File: src/logic/rs_macros.svh
`ifndef RS_MACROS_SVH
`define RS_MACROS_SVH

// Operand and result width
`define RS_DATA_W 32

// Physical register number width
`define RS_PREG_W 6

// Decoded control bundle
`define RS_CTRL_W 11

// Producer tag width, wide enough for the ready code
`define RS_TAG_W 3

// Common data bus channels watched by the station
`define RS_CDB_CHANNELS 4

`endif

File: src/logic/cdb_pkg.sv
`include "rs_macros.svh"

package cdb_pkg;

    // ============================
    // Common data bus payload
    // ============================

    // Tag of the unit that will produce an operand
    typedef logic [`RS_TAG_W-1:0] tag_t;

    // Operand value is already present
    localparam tag_t TAG_READY = 3'b111;

    // Load channel, also matches on destination register
    localparam tag_t TAG_LOAD = 3'b011;

    typedef logic [`RS_DATA_W-1:0] data_t;

    typedef logic [`RS_PREG_W-1:0] preg_t;

endpackage

File: src/logic/rs_types_pkg.sv
`include "rs_macros.svh"

package rs_types_pkg;

    // ============================
    // Held instruction context
    // ============================

    // Decoded control bits passed through to the unit
    typedef logic [`RS_CTRL_W-1:0] ctrl_t;

    // Everything that travels with the instruction except its operands
    typedef struct packed {
        ctrl_t          ctrl;
        // Instruction address
        cdb_pkg::data_t pc;
        // Destination physical register
        cdb_pkg::preg_t rd;
        // Value written by a store
        cdb_pkg::data_t store_data;
    } inst_ctx_t;

endpackage

File: src/logic/cdb_if.sv
`timescale 1ns/1ps

`include "rs_macros.svh"

// Common data bus seen by the station, one strobe per channel
interface cdb_if;

    // Result present on the channel this cycle
    logic [`RS_CDB_CHANNELS-1:0] valid;

    // Result value per channel
    cdb_pkg::data_t [`RS_CDB_CHANNELS-1:0] data;

    // Destination register per channel, checked on the load channel
    cdb_pkg::preg_t [`RS_CDB_CHANNELS-1:0] dest;

    // Side that puts results on the bus
    modport driver (
        output valid,
        output data,
        output dest
    );

    // Side that watches the bus for wake-up
    modport listener (
        input valid,
        input data,
        input dest
    );

endinterface

File: src/logic/operand_slot.sv
`timescale 1ns/1ps

`include "rs_macros.svh"

module operand_slot (
    input  logic           clk,
    input  logic           reset,
    input  logic           load,
    input  cdb_pkg::tag_t  tag_in,
    input  cdb_pkg::data_t data_in,
    cdb_if.listener        cdb,
    output logic           ready,
    output cdb_pkg::data_t value
);

    cdb_pkg::tag_t  tag_q;
    cdb_pkg::data_t data_q;
    cdb_pkg::data_t bus_value;
    logic           waiting;
    logic           hit;

    assign waiting = (tag_q != cdb_pkg::TAG_READY);

    // ============================
    // Bus wake-up
    // ============================

    always_comb begin
        logic chan_match;
        hit       = 1'b0;
        bus_value = data_q;
        for (int i = 0; i < `RS_CDB_CHANNELS; i++) begin
            chan_match = cdb.valid[i] && (tag_q == cdb_pkg::tag_t'(i));
            // Load channel also needs the register held in the data field
            if (cdb_pkg::tag_t'(i) == cdb_pkg::TAG_LOAD) begin
                chan_match = chan_match && (cdb.dest[i] == data_q[`RS_PREG_W-1:0]);
            end
            // Lowest matching channel wins
            if (waiting && chan_match && !hit) begin
                hit       = 1'b1;
                bus_value = cdb.data[i];
            end
        end
    end

    // Resolved now, either earlier or by this cycle's strobe
    assign ready = !waiting || hit;
    assign value = hit ? bus_value : data_q;

    // Tag tracking
    always_ff @(posedge clk or negedge reset) begin
        if (!reset) begin
            tag_q <= cdb_pkg::TAG_READY;
        end else if (load) begin
            tag_q <= tag_in;
        end else if (hit) begin
            tag_q <= cdb_pkg::TAG_READY;
        end
    end

    // Operand value, or the awaited register number on a load wait
    always_ff @(posedge clk) begin
        if (load) begin
            data_q <= data_in;
        end else if (hit) begin
            data_q <= bus_value;
        end
    end

endmodule

File: src/logic/rs_control.sv
`timescale 1ns/1ps

module rs_control (
    input  logic                    clk,
    input  logic                    reset,
    input  logic                    dispatch_valid,
    output logic                    dispatch_ready,
    input  rs_types_pkg::inst_ctx_t dispatch_ctx,
    input  cdb_pkg::tag_t           op_a_tag,
    input  cdb_pkg::tag_t           op_b_tag,
    input  logic                    a_ready,
    input  logic                    b_ready,
    input  logic                    issue_ready,
    output logic                    load,
    output logic                    issue_fire,
    output logic                    issue_direct,
    output rs_types_pkg::inst_ctx_t held_ctx
);

    logic enable;
    logic occupied;
    logic accept;
    logic direct_ok;
    logic stored_fire;

    // ============================
    // Dispatch acceptance
    // ============================

    // Both operands present at decode
    assign direct_ok = (op_a_tag == cdb_pkg::TAG_READY) && (op_b_tag == cdb_pkg::TAG_READY);

    // Entry free and unit able to take a direct issue
    assign dispatch_ready = enable && !occupied && issue_ready;
    assign accept         = dispatch_valid && dispatch_ready;

    // Instruction must wait, so slots capture operands
    assign load = accept && !direct_ok;

    // ============================
    // Issue decision
    // ============================

    // Held entry goes once both slots resolve
    assign stored_fire = occupied && a_ready && b_ready && issue_ready;

    // Direct path bypasses the entry entirely
    assign issue_direct = accept && direct_ok;

    // Never both at once, accept needs a free entry
    assign issue_fire = stored_fire || issue_direct;

    // Enable rises one cycle out of reset, entry tracks occupancy
    always_ff @(posedge clk or negedge reset) begin
        if (!reset) begin
            enable   <= 1'b0;
            occupied <= 1'b0;
        end else begin
            enable <= 1'b1;
            if (load) begin
                occupied <= 1'b1;
            end else if (stored_fire) begin
                occupied <= 1'b0;
            end
        end
    end

    // Context captured with the operands
    always_ff @(posedge clk) begin
        if (load) begin
            held_ctx <= dispatch_ctx;
        end
    end

endmodule

File: src/logic/issue_stage.sv
`timescale 1ns/1ps

module issue_stage (
    input  logic                    clk,
    input  logic                    reset,
    input  logic                    issue_fire,
    input  logic                    issue_direct,
    input  rs_types_pkg::inst_ctx_t dispatch_ctx,
    input  rs_types_pkg::inst_ctx_t held_ctx,
    input  cdb_pkg::data_t          op_a_data,
    input  cdb_pkg::data_t          op_b_data,
    input  cdb_pkg::data_t          slot_a_value,
    input  cdb_pkg::data_t          slot_b_value,
    input  logic                    issue_ready,
    input  cdb_pkg::data_t          fu_result,
    output logic                    issue_valid,
    output rs_types_pkg::inst_ctx_t issue_ctx,
    output cdb_pkg::data_t          issue_a,
    output cdb_pkg::data_t          issue_b,
    output logic                    cdb_out_valid,
    output cdb_pkg::data_t          cdb_out_data,
    output cdb_pkg::preg_t          cdb_out_dest
);

    // ============================
    // Registered issue
    // ============================

    // Single-cycle pulse per fired instruction
    always_ff @(posedge clk or negedge reset) begin
        if (!reset) begin
            issue_valid <= 1'b0;
        end else begin
            issue_valid <= issue_fire;
        end
    end

    // Decode fields on a direct issue, else the held entry
    always_ff @(posedge clk) begin
        if (issue_fire) begin
            if (issue_direct) begin
                issue_ctx <= dispatch_ctx;
                issue_a   <= op_a_data;
                issue_b   <= op_b_data;
            end else begin
                issue_ctx <= held_ctx;
                issue_a   <= slot_a_value;
                issue_b   <= slot_b_value;
            end
        end
    end

    // ============================
    // Own result broadcast
    // ============================

    // Unit result goes out in the cycle it accepts the issue
    assign cdb_out_valid = issue_valid && issue_ready;
    assign cdb_out_data  = fu_result;
    assign cdb_out_dest  = issue_ctx.rd;

endmodule

File: src/logic/rs_unit.sv
`timescale 1ns/1ps

module rs_unit (
    input  logic                    clk,
    input  logic                    reset,
    input  logic                    dispatch_valid,
    output logic                    dispatch_ready,
    input  rs_types_pkg::ctrl_t     ctrl,
    input  cdb_pkg::data_t          pc,
    input  cdb_pkg::preg_t          rd,
    input  cdb_pkg::data_t          store_data,
    input  cdb_pkg::tag_t           op_a_tag,
    input  cdb_pkg::tag_t           op_b_tag,
    input  cdb_pkg::data_t          op_a_data,
    input  cdb_pkg::data_t          op_b_data,
    input  logic                    cdb_valid_0,
    input  logic                    cdb_valid_1,
    input  logic                    cdb_valid_2,
    input  logic                    cdb_valid_3,
    input  cdb_pkg::data_t          cdb_data_0,
    input  cdb_pkg::data_t          cdb_data_1,
    input  cdb_pkg::data_t          cdb_data_2,
    input  cdb_pkg::data_t          cdb_data_3,
    input  cdb_pkg::preg_t          cdb_dest_0,
    input  cdb_pkg::preg_t          cdb_dest_1,
    input  cdb_pkg::preg_t          cdb_dest_2,
    input  cdb_pkg::preg_t          cdb_dest_3,
    output logic                    issue_valid,
    input  logic                    issue_ready,
    output rs_types_pkg::inst_ctx_t issue_ctx,
    output cdb_pkg::data_t          issue_a,
    output cdb_pkg::data_t          issue_b,
    input  cdb_pkg::data_t          fu_result,
    output logic                    cdb_out_valid,
    output cdb_pkg::data_t          cdb_out_data,
    output cdb_pkg::preg_t          cdb_out_dest
);

    rs_types_pkg::inst_ctx_t dispatch_ctx;
    rs_types_pkg::inst_ctx_t held_ctx;
    cdb_pkg::data_t          slot_a_value;
    cdb_pkg::data_t          slot_b_value;
    logic                    a_ready;
    logic                    b_ready;
    logic                    load;
    logic                    issue_fire;
    logic                    issue_direct;

    // ============================
    // Bus and decode packing
    // ============================

    cdb_if cdb_bus ();

    assign cdb_bus.valid = {cdb_valid_3, cdb_valid_2, cdb_valid_1, cdb_valid_0};
    assign cdb_bus.data  = {cdb_data_3, cdb_data_2, cdb_data_1, cdb_data_0};
    assign cdb_bus.dest  = {cdb_dest_3, cdb_dest_2, cdb_dest_1, cdb_dest_0};

    assign dispatch_ctx = '{ctrl: ctrl, pc: pc, rd: rd, store_data: store_data};

    // ============================
    // Operand slots and control
    // ============================

    operand_slot slot_a (
        .clk(clk), .reset(reset), .load(load), .tag_in(op_a_tag), .data_in(op_a_data),
        .cdb(cdb_bus.listener), .ready(a_ready), .value(slot_a_value)
    );

    operand_slot slot_b (
        .clk(clk), .reset(reset), .load(load), .tag_in(op_b_tag), .data_in(op_b_data),
        .cdb(cdb_bus.listener), .ready(b_ready), .value(slot_b_value)
    );

    rs_control rs_ctrl_i (
        .clk(clk), .reset(reset), .dispatch_valid(dispatch_valid),
        .dispatch_ready(dispatch_ready), .dispatch_ctx(dispatch_ctx),
        .op_a_tag(op_a_tag), .op_b_tag(op_b_tag), .a_ready(a_ready), .b_ready(b_ready),
        .issue_ready(issue_ready), .load(load), .issue_fire(issue_fire),
        .issue_direct(issue_direct), .held_ctx(held_ctx)
    );

    // Registered issue and result broadcast
    issue_stage issue_i (
        .clk(clk), .reset(reset), .issue_fire(issue_fire), .issue_direct(issue_direct),
        .dispatch_ctx(dispatch_ctx), .held_ctx(held_ctx),
        .op_a_data(op_a_data), .op_b_data(op_b_data),
        .slot_a_value(slot_a_value), .slot_b_value(slot_b_value),
        .issue_ready(issue_ready), .fu_result(fu_result), .issue_valid(issue_valid),
        .issue_ctx(issue_ctx), .issue_a(issue_a), .issue_b(issue_b),
        .cdb_out_valid(cdb_out_valid), .cdb_out_data(cdb_out_data),
        .cdb_out_dest(cdb_out_dest)
    );

endmodule

File: config.mk
export PLATFORM = sky130hd
export DESIGN_NAME = rs_unit
export DESIGN_NICKNAME = d
export VERILOG_FILES = /design/src/logic/cdb_pkg.sv /design/src/logic/rs_types_pkg.sv /design/src/logic/cdb_if.sv /design/src/logic/operand_slot.sv /design/src/logic/rs_control.sv /design/src/logic/issue_stage.sv /design/src/logic/rs_unit.sv
export VERILOG_INCLUDE_DIRS = /design/src /design/src/logic
export SDC_FILE = /design/constraint.sdc
export NUM_CORES = 1
export LEC_CHECK = 0
export BUFFER_PORTS_ARGS = -buffer_cell sky130_fd_sc_hd__buf_2
export CAP_MARGIN = 20
export CORE_AREA = 2 2 204 206
export CTS_CLUSTER_DIAMETER = 120
export DETAILED_ROUTE_END_ITERATION = 12
export DIE_AREA = 0 0 206 208
export GPL_ROUTABILITY_DRIVEN = 0
export SYNTH_ARGS = -nofsm -noshare
export SYNTH_HDL_FRONTEND = slang
export SYNTH_SLANG_ARGS = --single-unit
export TNS_END_PERCENT = 1
File: constraint.sdc
create_clock -name clk -period 10.8 [get_ports clk]
set_input_delay 2.16 -clock clk [delete_from_list [all_inputs] [get_ports clk]]
set_output_delay 2.16 -clock clk [all_outputs]
set_load 0.03 [all_outputs]
==> Word level (Yosys, flattened, before mapping) <==
Index checks and enable logic that the tools add are counted.
{ "totals": {"regBits": 299, "latchBits": 0, "ram_bits": 0, "mem_bits_ro": 0, "memories": 0} }
{ "op_classes": {"n_addsub": 0, "mul": 0, "div_mod_pow": 0, "magnitude_cmp": 0, "eq_ne": 12, "n_shift": 0, "mux": 29, "bitwise_logic": 0, "n_reduce_logical": 52} }
{ "op_table": {"columns": ["cell", "count"], "rows": [
  ["$mux W32", 14],
  ["$mux W81", 1],
  ["$logic_and A1 B1 Y1", 34],
  ["$eq A3 B2 Y1 const B", 4],
  ["$eq A6 B6 Y1", 2],
  ["$mux W3", 4],
  ["$logic_not A1 Y1", 10],
  ["$mux W1", 10],
  ["$eq A3 B1 Y1 const B", 2],
  ["$eq A3 B3 Y1 const B", 2],
  ["$logic_not A3 Y1", 2],
  ["$ne A3 B3 Y1 const B", 2],
  ["$reduce_bool A2 Y1", 3],
  ["$logic_or A1 B1 Y1", 3]
]} }

==> Logic depth before layout (Yosys ltp) <==
Gate-level depths: netlist of the first run.
{ "depth": {"depth_word": 19, "mapped_depth": 9} }

==> Modules after synthesis <==
From an unflattened synthesis of the first run, not the netlist that was laid out.
{ "unflattened": {"cells_unflattened": 1170, "hier_area_um2": 15284.7} }
{ "modules_own_cells": {"columns": ["module", "instances", "cells_each", "area_each_um2"], "rows": [
  ["issue_stage", 1, 346, 6615.1],
  ["operand_slot", 2, 364, 3044.2],
  ["rs_control", 1, 96, 2581.2]
]} }

==> Worst setup path after synthesis of the first run <==
OpenSTA, ideal clock, no wires.
{ "synth_path": {"path_type": "input-to-reg", "start": "input cdb_dest_3[3]", "end": "register issue_i.issue_valid", "setup_ns": 0.795, "arrival_time_ns": 9.542, "path_slack_ns": 0.463, "cell_stages": 6, "path_buffers": 1, "path_cell_list": "xor2_1 -> nor3_1 -> and2_1 -> buf_4 -> o21ai_1 -> o21ai_1"} }
{ "synth_between": {"elab_chain_len": 10, "elab_cells_between_ends": 16} }
{ "synth_rtl": {"columns": ["item", "line", "rtl"], "rows": [
  ["start, declared", "rs_unit.sv:27", "input cdb_pkg::preg_t cdb_dest_3,"],
  ["$eq A6 B6 Y1", "operand_slot.sv:36", "chan_match = chan_match && (cdb.dest[i] == data_q[`RS_PREG_W-1:0]);"],
  ["$logic_and A1 B1 Y1", "operand_slot.sv:36", null],
  ["$logic_and A1 B1 Y1 (2 in series)", "operand_slot.sv:39", "if (waiting && chan_match && !hit) begin"],
  ["$mux W1", "operand_slot.sv:39", null],
  ["$logic_or A1 B1 Y1", "operand_slot.sv:47", "assign ready = !waiting || hit;"],
  ["$logic_and A1 B1 Y1", "rs_control.sv:45", "assign stored_fire = occupied && a_ready && b_ready && issue_ready;"],
  ["$logic_and A1 B1 Y1 * (2 in series)", "rs_control.sv:45", null],
  ["$logic_or A1 B1 Y1 *", "rs_control.sv:51", "assign issue_fire = stored_fire || issue_direct;"],
  ["net issue_fire", "rs_unit.sv:46", "logic issue_fire;"],
  ["end signal, assigned", "issue_stage.sv:34", "issue_valid <= issue_fire;"],
  ["end, declared", "issue_stage.sv:16", "output logic issue_valid,"]
]} }
Mark *: on every way through the listed nets, which the timed path passes. The rest lies on a longest branch.
A chain may end at the register's enable or synchronous reset.

==> Worst setup path after layout of the first run <==
{ "layout_path": {"start": "input cdb_dest_3[3]", "end": "register, netlist name issue_i.issue_ctx[56]"} }
{ "layout_between": {"elab_chain_len": 10, "elab_cells_between_ends": 16} }
{ "layout_rtl": {"columns": ["item", "line"], "rows": [
  ["$eq A6 B6 Y1", "operand_slot.sv:36"],
  ["$logic_and A1 B1 Y1", "operand_slot.sv:36"],
  ["$logic_and A1 B1 Y1 (2 in series)", "operand_slot.sv:39"],
  ["$mux W1", "operand_slot.sv:39"],
  ["$logic_or A1 B1 Y1", "operand_slot.sv:47"],
  ["$logic_and A1 B1 Y1", "rs_control.sv:45"],
  ["$logic_and A1 B1 Y1 * (2 in series)", "rs_control.sv:45"],
  ["$logic_or A1 B1 Y1 *", "rs_control.sv:51"],
  ["net issue_fire", "rs_unit.sv:46"]
]} }
Marks and branches as above.

==> results of run 1 <==
## worst min path at each step
stage / end / from / cells past startpoint / slack, ns
3_3_place_gp: slot_b.data_q[19] / slot_b.data_q[19] / 2 / 0.47
2_1_floorplan: slot_b.data_q[17] / slot_b.data_q[17] / 2 / 0.46
3_5_place_dp: slot_b.data_q[29] / slot_b.data_q[29] / 2 / 0.47
6_report: slot_b.data_q[29] / slot_b.data_q[29] / 2 / 0.48
4_1_cts: slot_b.data_q[29] / slot_b.data_q[29] / 2 / 0.48
5_1_grt: slot_b.data_q[29] / slot_b.data_q[29] / 2 / 0.50
## critical path, delay by kind of cell
family	cells	cell delay (ns)
XOR/XNOR	1	0.17
AO/OA/AOI/OAI	2	0.50
buffers and inverters	3	1.33
AND/OR/NAND/NOR	2	1.27
## layer usage
metal,vias up,GRT usage,part of all wire
li1,5244,-,-
met1,5531,0.274,0.40
met2,725,0.364,0.46
met3,135,0.0725,0.11
met4,8,0.0805,0.035
met5,-,0,0.00097
## logic make-up (layout without fill, tap and decap cells)
kind of cell	count (synthesis)	after routing	synth area share
flip-flops	299	299	0.590
AO/OA/AOI/OAI	284	284	0.140
other	1	7	0.000266
AND/OR/NAND/NOR	346	346	0.111
XOR/XNOR	12	12	0.00747
buffers and inverters	132	526	0.0559
multiplexers	124	124	0.0955
## cell type report
| type | instances | area (µm²) | area share |
|---|---|---|---|
| Tap cell | 532 | 666 | 0.0378 |
| Sequential cell | 299 | 8300 | 0.471 |
| Clock inverter | 16 | 216 | 0.0123 |
| Antenna cell | 6 | 15.0 | 0.000853 |
| Inverter | 1 | 6.26 | 0.000355 |
| Multi-Input combinational cell | 767 | 5080 | 0.288 |
| Timing Repair Buffer | 464 | 2370 | 0.134 |
| Clock buffer | 45 | 956 | 0.0543 |
## registers in the layout (all words and copies together) (netlist names)
name and cells:
rs_ctrl_i.held_ctx 81, issue_i.issue_ctx 75, issue_i.issue_a 32, issue_i.issue_b 32
slot_a.data_q 32, slot_b.data_q 32, issue_i.cdb_out_dest 6, slot_a.tag_q 3
slot_b.tag_q 3, issue_i.issue_valid 1, rs_ctrl_i.enable 1, rs_ctrl_i.occupied 1
## through the flow
step           power, W  cell area, µm²  std cells
2_1_floorplan   0.00249           14100       1198
3_5_place_dp    0.00280           16400       2063
4_1_cts         0.00403           17600       2124
3_3_place_gp    0.00277           16400       2063
6_report        0.00400           17600       2130
5_1_grt         0.00420           17600       2127
## placed cells by master (no fill, tap or decap), types with 3 or more instances in the layout
cell type / n
a31oi_1: 142
edfxtp_1: 226
diode_2: 6
mux2i_1: 42
o21ai_0: 11
clkbuf_1: 8
nor2b_1: 11
dfstp_2: 6
mux2_2: 82
nand2_1: 137
xnor2_1: 3
dfxtp_1: 64
nor2_1: 134
o22a_1: 4
dfrtp_1: 3
clkinv_1: 4
nand3_1: 3
a221oi_1: 17
o221ai_1: 32
a221oi_2: 6
a21oi_1: 29
buf_4: 18
a22oi_1: 10
bufinv_16: 4
clkbuf_16: 37
buf_2: 446
a21o_1: 13
and2_1: 35
xor2_1: 9
o22ai_1: 13
## power by group through the flow
| stage | combinational [W] | clock (W) | sequential, W |
|---|---|---|---|
| 2_1_floorplan | 0.000665 | 0 | 0.00183 |
| 3_3_place_gp | 0.00107 | 0 | 0.00170 |
| 3_5_place_dp | 0.00109 | 0 | 0.00171 |
| 4_1_cts | 0.00110 | 0.00125 | 0.00169 |
| 5_1_grt | 0.00120 | 0.00129 | 0.00171 |
| 6_report | 0.00110 | 0.00121 | 0.00169 |
==> metrics.md, run 1 <==
| Metric | Value |
|---|---|
| Comb pwr share | 0.275 |
| Chip Width | 206 µm |
| Yosys top cell by area | edfxtp_1 |
| CP max-delay cell | and2_1 |
| Global-route wire length before repair | 72.0 mm |
| Worst Setup SP | cdb_dest_3[3] |
| Post-synth ARST share | 0.0301 |
| CP cell instances | buf_2 -> xor2_1 -> nor3_1 -> and2_1 -> o21ai_1 -> o21ai_4 -> buf_4 -> buf_4 |
| CTS tree | done |
| Core area | 0.0406 mm² |
| Worst R2R End | issue_i.issue_ctx[56] |
| GRT Residual Overflow | 0 |
| Final WL | 49.6 mm |
| Commonest register cell after synthesis | edfxtp_1 |
| Share of cells above drive strength 1 | 0.394 |
| Leading post-synthesis cells by cell area | edfxtp_1 (48%), dfxtp_1 (9.1%), mux2_2 (6.6%), a31oi_1 (6.3%), nand2_1 (3.7%) |
| PD cells | 227 mW/mm² |
| Clock sinks | 299 |
| Largest net degree at the start of global routing | 87 |
| Vias/cell | 5.47 |
| Initial Util | 0.347 |
| R2R Path Start | slot_b.tag_q[1] |
| Pre-Repair DR Iteration Count | 5 |
| Filler Cell Count | 3,847 |
| Share of the synthesized area in the top cell type | 0.482 |
| Fin. Hold Viols | 0 |
| Sequential element share of the synthesized area | 0.590 |
| Status | complete, no violations |
| Util after Layout | 0.434 |
| H-tree Lvls | 2 |
| Final min period | 5.36 ns |
| Vias in the first global route | 11,400 |
| Register-to-Register Path Depth | 7 |
| Leak | 7.26 nW |
| Number of synthesized flops with an enable pin | 226 |
| Worst slew margin | 0.309 |
| Post-CTS sizing | 0 |
| Commonest cells post-synth | edfxtp_1 (226), a31oi_1 (142), nand2_1 (137) |
| Num CTS Buffers | 35 |
| Sequential power share | 0.422 |
| Vias | 11,600 |
| Iteration-0 DRC Markers | 841 |
| Min-delay worst type | register to register |
| Worst stage delay on the critical path | 0.78 ns |
| NetSw | 0.00129 W |
| Unrepaired setup endpoints after global routing | false |
| Setup WS pre-CTS | 4.85 ns |
| Max VDD drop | 0.000111 V |
| WL/cell | 23.3 µm |
| Startpoint types | input pin |
| Longest Clk Path Bufs | 3 |
| Die area | 0.0428 mm² |
| Worst path arrival time | 5.51 ns |
| Routed Antenna Nets | 0 |
| Fmax | 187 MHz |
| Height of the die | 208 µm |
| Final clock skew | 0.0171 ns |
| Critical path endpoint | issue_i.issue_ctx[56] |
| Sw Share | 0.323 |
| Clk pwr share | 0.303 |
| Setup violators final | 0 |
| NumNets Final | 1,911 |
| Worst path most repeated cell | buf_4 |
| Syn Area/Cell | 11.7 µm² |
| Critical Path Fanout Max | 55 |
| Latest clock arrival within the worst-skew pair | 0.53 ns |
| Num rows | 74 |
| P&R area growth vs syn | 25.1% |
| Root Buffer | clkbuf_16 |
| Port buffer count | 446 |
| Setup TNS | 0 ns |
| Syn Inst Count | 1,198 |
| Hold_buf cts | 0 |
| Hold WS | 0.478 ns |
| Syn nets | 1,541 |
| Slew Limit Fails | 0 |
| P_int | 0.00271 W |
| Post-CTS setup buffers | 0 |
| Netlist Area Pre-Place | 0.0141 mm² |
| Period utilization | 0.496 |
| Critical Path RT | 10.95 ns |
| Synth Warn # | 0 |
| CP endpoint kind | register |
| Worst slew pin tran | 1.04 ns |
| Hpwl dp | 34.9 mm |
| Yosys cell types | 52 |
| PnR worst setup slack | 5.44 ns |
| Maxcap violations | 0 |
| I/O pin cnt | 529 |
| R2r setup slk | 6.55 ns |
| Post-route DRC | 0 |
| Synth Register Bits | 299 |
| GRT Total Usage | 0.223 |
| CP Class | input pin to register |
| Initial antenna violation count | 13 |
| Dominant cell by count in the synthesized netlist | edfxtp_1 |
| Clk pin slew, worst setup/hold paths | 0.06 ns |
Note: power is estimated with default switching activity, not from simulation.
==> inputs of run 2 (changes only) <==
--- a/config.mk
+++ b/config.mk
@@ -8,10 +8,10 @@
 export LEC_CHECK = 0
 export BUFFER_PORTS_ARGS = -buffer_cell sky130_fd_sc_hd__buf_2
 export CAP_MARGIN = 20
-export CORE_AREA = 2 2 204 206
+export CORE_AREA = 2 2 209 211
 export CTS_CLUSTER_DIAMETER = 120
 export DETAILED_ROUTE_END_ITERATION = 12
-export DIE_AREA = 0 0 206 208
+export DIE_AREA = 0 0 211 213
 export GPL_ROUTABILITY_DRIVEN = 0
 export SYNTH_ARGS = -nofsm -noshare
 export SYNTH_HDL_FRONTEND = slang
==> constraint.sdc (replaced) <==
create_clock -name clk -period 4.6 [get_ports clk]
set_input_delay 0.92 -clock clk [delete_from_list [all_inputs] [get_ports clk]]
set_output_delay 0.92 -clock clk [all_outputs]
set_load 0.03 [all_outputs]
==> run 2 against run 1 <==
  * Combinational power rose by 140%
  * Core utilization shrank 2.0 points
  * Flip-flop and latch count stayed put
  * Design area is 0.47% higher
  * Critical endpoint is now issue_i.issue_ctx[7]
==> metrics.md, run 2 (synthesis results as in run 1) <==
| Metric | Value |
|---|---|
| Vias in the first global route | 11,600 |
| Top Metal Used | met5 |
| Global-route wire length before repair | 72.1 mm |
| Num rows | 76 |
| P_int | 0.00627 W |
| Power, Total | 0.00934 W |
| Clk pwr share | 0.295 |
| Worst slew pin tran | 1.13 ns |
| P&R area growth vs syn | 25.7% |
| Share of cells above drive strength 1 | 0.398 |
| Post-CTS sizing | 0 |
| Largest net degree at the start of global routing | 130 |
| Sequential power share | 0.424 |
| Commonest non-fill, non-tap cell in the layout | buf_2 |
| Longest Clk Path Bufs | 3 |
| Top reg by flops | rs_ctrl_i.held_ctx |
| Worst slew margin | 0.244 |
| Worst path arrival time | 3.28 ns |
| Unrepaired setup endpoints after global routing | false |
| NumNets Final | 1,914 |
| NetSw | 0.00307 W |
| Length of routed met2 wiring | 23.0 mm |
| Worst path most repeated cell | o21ai_4 |
| PD cells | 528 mW/mm² |
| Fin. Hold Viols | 0 |
| WL met3 | 5.84 mm |
| Final clock skew | 0.0123 ns |
| Iteration-0 DRC Markers | 1,022 |
| Post-CTS setup buffers | 0 |
| Startpoint types | register |
| Min-delay worst type | input pin to asynchronous set/reset pin |
| Die area | 0.0449 mm² |
| Initial antenna violation count | 16 |
| Initial Util | 0.330 |
| Core area | 0.0427 mm² |
| Hold_buf cts | 0 |
| CP Class | register to register |
| Root Buffer | clkbuf_16 |
| I/O pin cnt | 529 |
| Most frequent cells in the layout | buf_2 (446), edfxtp_1 (226), a31oi_1 (142), nand2_1 (137), nor2_1 (134) |
| Pre-Repair DR Iteration Count | 6 |
| Fmax | 319 MHz |
| WL/cell | 23.2 µm |
| Leak | 7.28 nW |
| Status | complete, no violations |
| Post-route DRC | 0 |
| GRT Residual Overflow | 0 |
| Port buffer count | 446 |
| Num CTS Buffers | 35 |
| Maxcap violations | 0 |
| Crit. path cell count | 6 |
| Sw Share | 0.328 |
| Latest clock arrival within the worst-skew pair | 0.54 ns |
| Critical Path RT | 4.74 ns |
| Height of the die | 213 µm |
| Vias/cell | 5.43 |
| Chip Width | 211 µm |
| DRT met1 WL | 18.7 mm |
| Final WL | 50.0 mm |
| Largest delay share family, worst path | simple AND/OR/NAND/NOR gates |
| Register-to-Register Path Depth | 6 |
| GRT Total Usage | 0.216 |
| CTS tree | done |
| CP endpoint kind | register |
| Max reg flops | 81 |
| Comb pwr share | 0.280 |
| Clock sinks | 299 |
| Util after Layout | 0.414 |
| Largest registers | rs_ctrl_i.held_ctx: 81 flops, issue_i.issue_ctx: 75 flops |
| Vias | 11,700 |
| Final min period | 3.14 ns |
| H-tree Lvls | 2 |
| Clk pin slew, worst setup/hold paths | 0.06 ns |
| Critical Path Fanout Max | 115 |
| Period utilization | 0.682 |
| Slew Limit Fails | 0 |
| Worst stage delay on the critical path | 0.70 ns |
| Setup violators final | 0 |
| Hpwl dp | 34.6 mm |
| CP max-delay cell | dfstp_2 |
| Routed Antenna Nets | 0 |
| CP cell instances | mux2i_1 -> or3_1 -> nand3_1 -> o21ai_4 -> o21ai_4 -> buf_12 |
| Buf/Inv on CP | 1 |
| Max VDD drop | 0.000244 V |
## run 2: worst register-to-register path, stage by stage, from the launching register on
cell and delay [ns]:
dfstp_2 0.70, mux2i_1 0.35, or3_1 0.66, nand3_1 0.26
o21ai_4 0.25, o21ai_4 0.08, buf_12 0.25
## run 2: path summary, 6_finish.rpt
check | slack (ns) | end | startpoint
worst min-delay path | 0.22 | issue_i.issue_valid | reset
worst max register to register | 1.46 | issue_i.issue_ctx[7] | slot_b.tag_q[0]
worst max-delay path | 1.46 | issue_i.issue_ctx[7] | slot_b.tag_q[0]
min in group clk | 0.48 | slot_b.data_q[29] | slot_b.data_q[29]
worst min register to register | 0.48 | slot_b.data_q[29] | slot_b.data_q[29]
max in group asynchronous | 4.13 | slot_a.tag_q[0] | reset
## run 2: per-stage QoR
| step | instances | setup slack [ns] | hold WS, ns | TNS, ns | instance area [µm²] |
|---|---|---|---|---|---|
| 3_5_place_dp | 2080 | 1.23 | 0.476 | 0 | 16500 |
| 3_3_place_gp | 2080 | 1.19 | 0.465 | 0 | 16500 |
| 4_1_cts | 2143 | 1.47 | 0.194 | 0 | 17700 |
| 5_1_grt | 2148 | 1.38 | 0.208 | 0 | 17700 |
| 2_1_floorplan | 1198 | -0.0353 | 0.456 | -5.11 | 14100 |
| 6_report | 2152 | 1.46 | 0.224 | 0 | 17700 |
## run 2: power groups by stage
stage / logic (W) / registers (W) / clock network [W]
after global routing: 0.00286 / 0.00402 / 0.00293
final: 0.00262 / 0.00396 / 0.00276
after global placement: 0.00255 / 0.00400 / 0
after floorplan: 0.00158 / 0.00425 / 0
after detailed placement: 0.00261 / 0.00401 / 0
after CTS: 0.00262 / 0.00396 / 0.00283
## run 2: area by class of cell
type / count / area [µm²]
fillers: 4095 / 25000
flip-flops and latches: 299 / 8300
multi-input cells: 767 / 5100
repair buffers: 467 / 2440
clock buffers: 48 / 976
well taps: 546 / 683
clock inverters: 15 / 156
diodes: 9 / 22.5
inverters: 1 / 6.26
## run 2: layer usage
metal  GRT usage  up-vias
met5           0        -
met1       0.248     5523
met2       0.353      747
li1            -     5240
met3      0.0831      162
met4       0.109       12
==> inputs of run 3 (changes only) <==
--- a/config.mk
+++ b/config.mk
@@ -8,10 +8,10 @@
 export LEC_CHECK = 0
 export BUFFER_PORTS_ARGS = -buffer_cell sky130_fd_sc_hd__buf_2
 export CAP_MARGIN = 20
-export CORE_AREA = 2 2 209 211
+export CORE_AREA = 2 2 204 206
 export CTS_CLUSTER_DIAMETER = 120
 export DETAILED_ROUTE_END_ITERATION = 12
-export DIE_AREA = 0 0 211 213
+export DIE_AREA = 0 0 206 208
 export GPL_ROUTABILITY_DRIVEN = 0
 export SYNTH_ARGS = -nofsm -noshare
 export SYNTH_HDL_FRONTEND = slang
==> constraint.sdc (replaced) <==
create_clock -name clk -period 3.2 [get_ports clk]
set_input_delay 0.64 -clock clk [delete_from_list [all_inputs] [get_ports clk]]
set_output_delay 0.64 -clock clk [all_outputs]
set_load 0.03 [all_outputs]
==> run 3 against run 2 <==
  * Maximum frequency up 20%
  * Critical endpoint is now issue_i.issue_b[3]
  * Sequential share of layout area down 0.53 points
  * Combinational power grew 46%
  * Total power increased by 43%
  * Largest cell class unchanged
  * Clock power grew 40%
  * Final cell count grew 0.19%
  * Setup slack worse by 0.88 ns
  * Register-to-register slack worse by 0.88 ns
  * Highest routed layer unchanged
  * Hold slack improved by 0.062 ns
  * Flip-flop and latch count is the same
  * Die area decreased by 4.7%
  * Global-route usage grew 0.90 points
==> metrics.md, run 3 (synthesis results as in run 1) <==
| Metric | Value |
|---|---|
| Pre-Repair DR Iteration Count | 6 |
| Root Buffer | clkbuf_16 |
| Initial Util | 0.347 |
| Final WL | 49.8 mm |
| Vias | 11,600 |
| Post-CTS setup buffers | 0 |
| Multi-input combinational cell area | 0.00510 mm² |
| Period utilization | 0.819 |
| Post-CTS sizing | 0 |
| WL met3 | 5.53 mm |
| Num CTS Buffers | 35 |
| Hpwl dp | 35.7 mm |
| Critical Path RT | 3.45 ns |
| GRT Residual Overflow | 0 |
| Hold Crit Depth | 1 |
| Maxcap violations | 0 |
| Routed Antenna Nets | 0 |
| Initial antenna violation count | 19 |
| Fin. Hold Viols | 0 |
| Crit. path cell count | 6 |
| Startpoint types | register |
| PnR worst setup slack | 0.580 ns |
| Unrepaired setup endpoints after global routing | false |
| Buf/Inv on CP | 1 |
| Global-route wire length before repair | 72.3 mm |
| Port buffer count | 446 |
| CP endpoint kind | register |
| P&R area growth vs syn | 27.1% |
| Length of routed met2 wiring | 23.8 mm |
| GRT Total Usage | 0.225 |
| Setup violators final | 0 |
| I/O pin cnt | 529 |
| Height of the die | 208 µm |
| Die area | 0.0428 mm² |
| WL/cell | 23.1 µm |
| Top reg by flops | rs_ctrl_i.held_ctx |
| Worst stage delay on the critical path | 0.72 ns |
| Max reg flops | 81 |
| DRT met1 WL | 18.4 mm |
| Register area | 0.00830 mm² |
| Largest delay share family, worst path | simple AND/OR/NAND/NOR gates |
| Filler Cell Count | 3,860 |
| Final min period | 2.62 ns |
| Iteration-0 DRC Markers | 832 |
| Clock sinks | 299 |
| Status | complete, no violations |
| Register-to-Register Path Depth | 6 |
| Top Metal Used | met5 |
| CP max-delay cell | dfstp_2 |
| Worst slew pin tran | 0.913 ns |
| Fmax | 382 MHz |
| CP Class | register to register |
| PD cells | 747 mW/mm² |
| H-tree Lvls | 2 |
| Longest Clk Path Bufs | 3 |
| Core area | 0.0406 mm² |
| Setup WS pre-CTS | 0.339 ns |
| CP cell instances | nand4b_4 -> nor4_4 -> nand2_2 -> buf_4 -> mux2i_1 -> a31oi_1 |
| Commonest non-fill, non-tap cell in the layout | buf_2 |
| Clk pin slew, worst setup/hold paths | 0.06 ns |
| Worst path arrival time | 2.87 ns |
| Critical Path Fanout Max | 11 |
| Chip Width | 206 µm |
| Largest net degree at the start of global routing | 75 |
| Slew Limit Fails | 0 |
| Vias in the first global route | 11,600 |
| CTS tree | done |
| Latest clock arrival within the worst-skew pair | 0.54 ns |
| Share of cells above drive strength 1 | 0.403 |
| Post-route DRC | 0 |
| Num rows | 74 |
| Most frequent cells in the layout | buf_2 (446), edfxtp_1 (226), a31oi_1 (142), nand2_1 (137), nor2_1 (134) |
| Min-delay worst type | input pin to register |
| Final clock skew | 0.0217 ns |
| Max VDD drop | 0.000337 V |
| NumNets Final | 1,933 |
| Design area | 0.0179 mm² |
| Placed Instance Area | 0.0168 mm² |
| Vias/cell | 5.40 |
| Leak | 7.40 nW |
| Largest registers | rs_ctrl_i.held_ctx: 81 flops, issue_i.issue_ctx: 75 flops |
| Worst slew margin | 0.391 |
run 3: changes by cell type in the layout (fill, tap and decap cells not counted), moves of 2 or more:
cell        change
diode_2         +2
clkbuf_8        -3
clkinv_1        +2
buf_12          +9
buf_4           +9
clkinvlp_4      -3
run 3: path summary, 6_finish.rpt:
path	start	end	slack, ns
max	slot_b.tag_q[1]	issue_i.issue_b[3]	0.58
min	store_data[14]	rs_ctrl_i.held_ctx[14]	0.29
max reg2reg	slot_b.tag_q[1]	issue_i.issue_b[3]	0.58
min reg2reg	slot_b.data_q[30]	slot_b.data_q[30]	0.48
max in group asynchronous	reset	slot_a.tag_q[2]	2.44
min in group asynchronous	reset	rs_ctrl_i.enable	0.50
run 3: worst register-to-register path, stage by stage, from the launching register on:
cell,delay [ns]
dfstp_2,0.72
nand4b_4,0.16
nor4_4,0.39
nand2_2,0.36
buf_4,0.33
mux2i_1,0.26
a31oi_1,0.12
run 3: power by group:
group / switching, W / internal, W / leakage (nW)
combinational: 0.00231 / 0.00151 / 4.17
sequential: 0.000422 / 0.00525 / 2.69
clock: 0.00160 / 0.00227 / 0.532
run 3: area by class of cell:
cell class,instances,share of cell area
Multi-Input combinational cell,767,0.285
Antenna cell,11,0.00154
Inverter,1,0.000350
Sequential cell,299,0.464
Clock inverter,16,0.00986
Tap cell,532,0.0372
Timing Repair Buffer,486,0.151
Clock buffer,44,0.0509
run 3: layer usage:
layer  up-vias  global-route usage
met3       139              0.0757
li1       5277                   -
met1      5539               0.262
met5         -                   0
met2       676               0.376
met4        18              0.0990
run 3: timing repair:
| action | 4_1_cts | 5_1_grt |
|---|---|---|
| endpoints found under the hold margin | 3 | 0 |
| hold buffers | 1 | 0 |
| setup endpoints to repair | 0 | 0 |
run 3: stage by stage:
stage	TNS, ns	util	hold WS [ns]	std cells	total power (W)
finish	0	0.441	0.287	2156	0.0134
CTS	0	0.440	0.246	2145	0.0135
detailed placement	0	0.413	0.475	2084	0.00957
global route	0	0.441	0.255	2153	0.0141
global placement	0	0.413	0.465	2084	0.00945
floorplan	-207.28	-	0.344	1198	0.00838
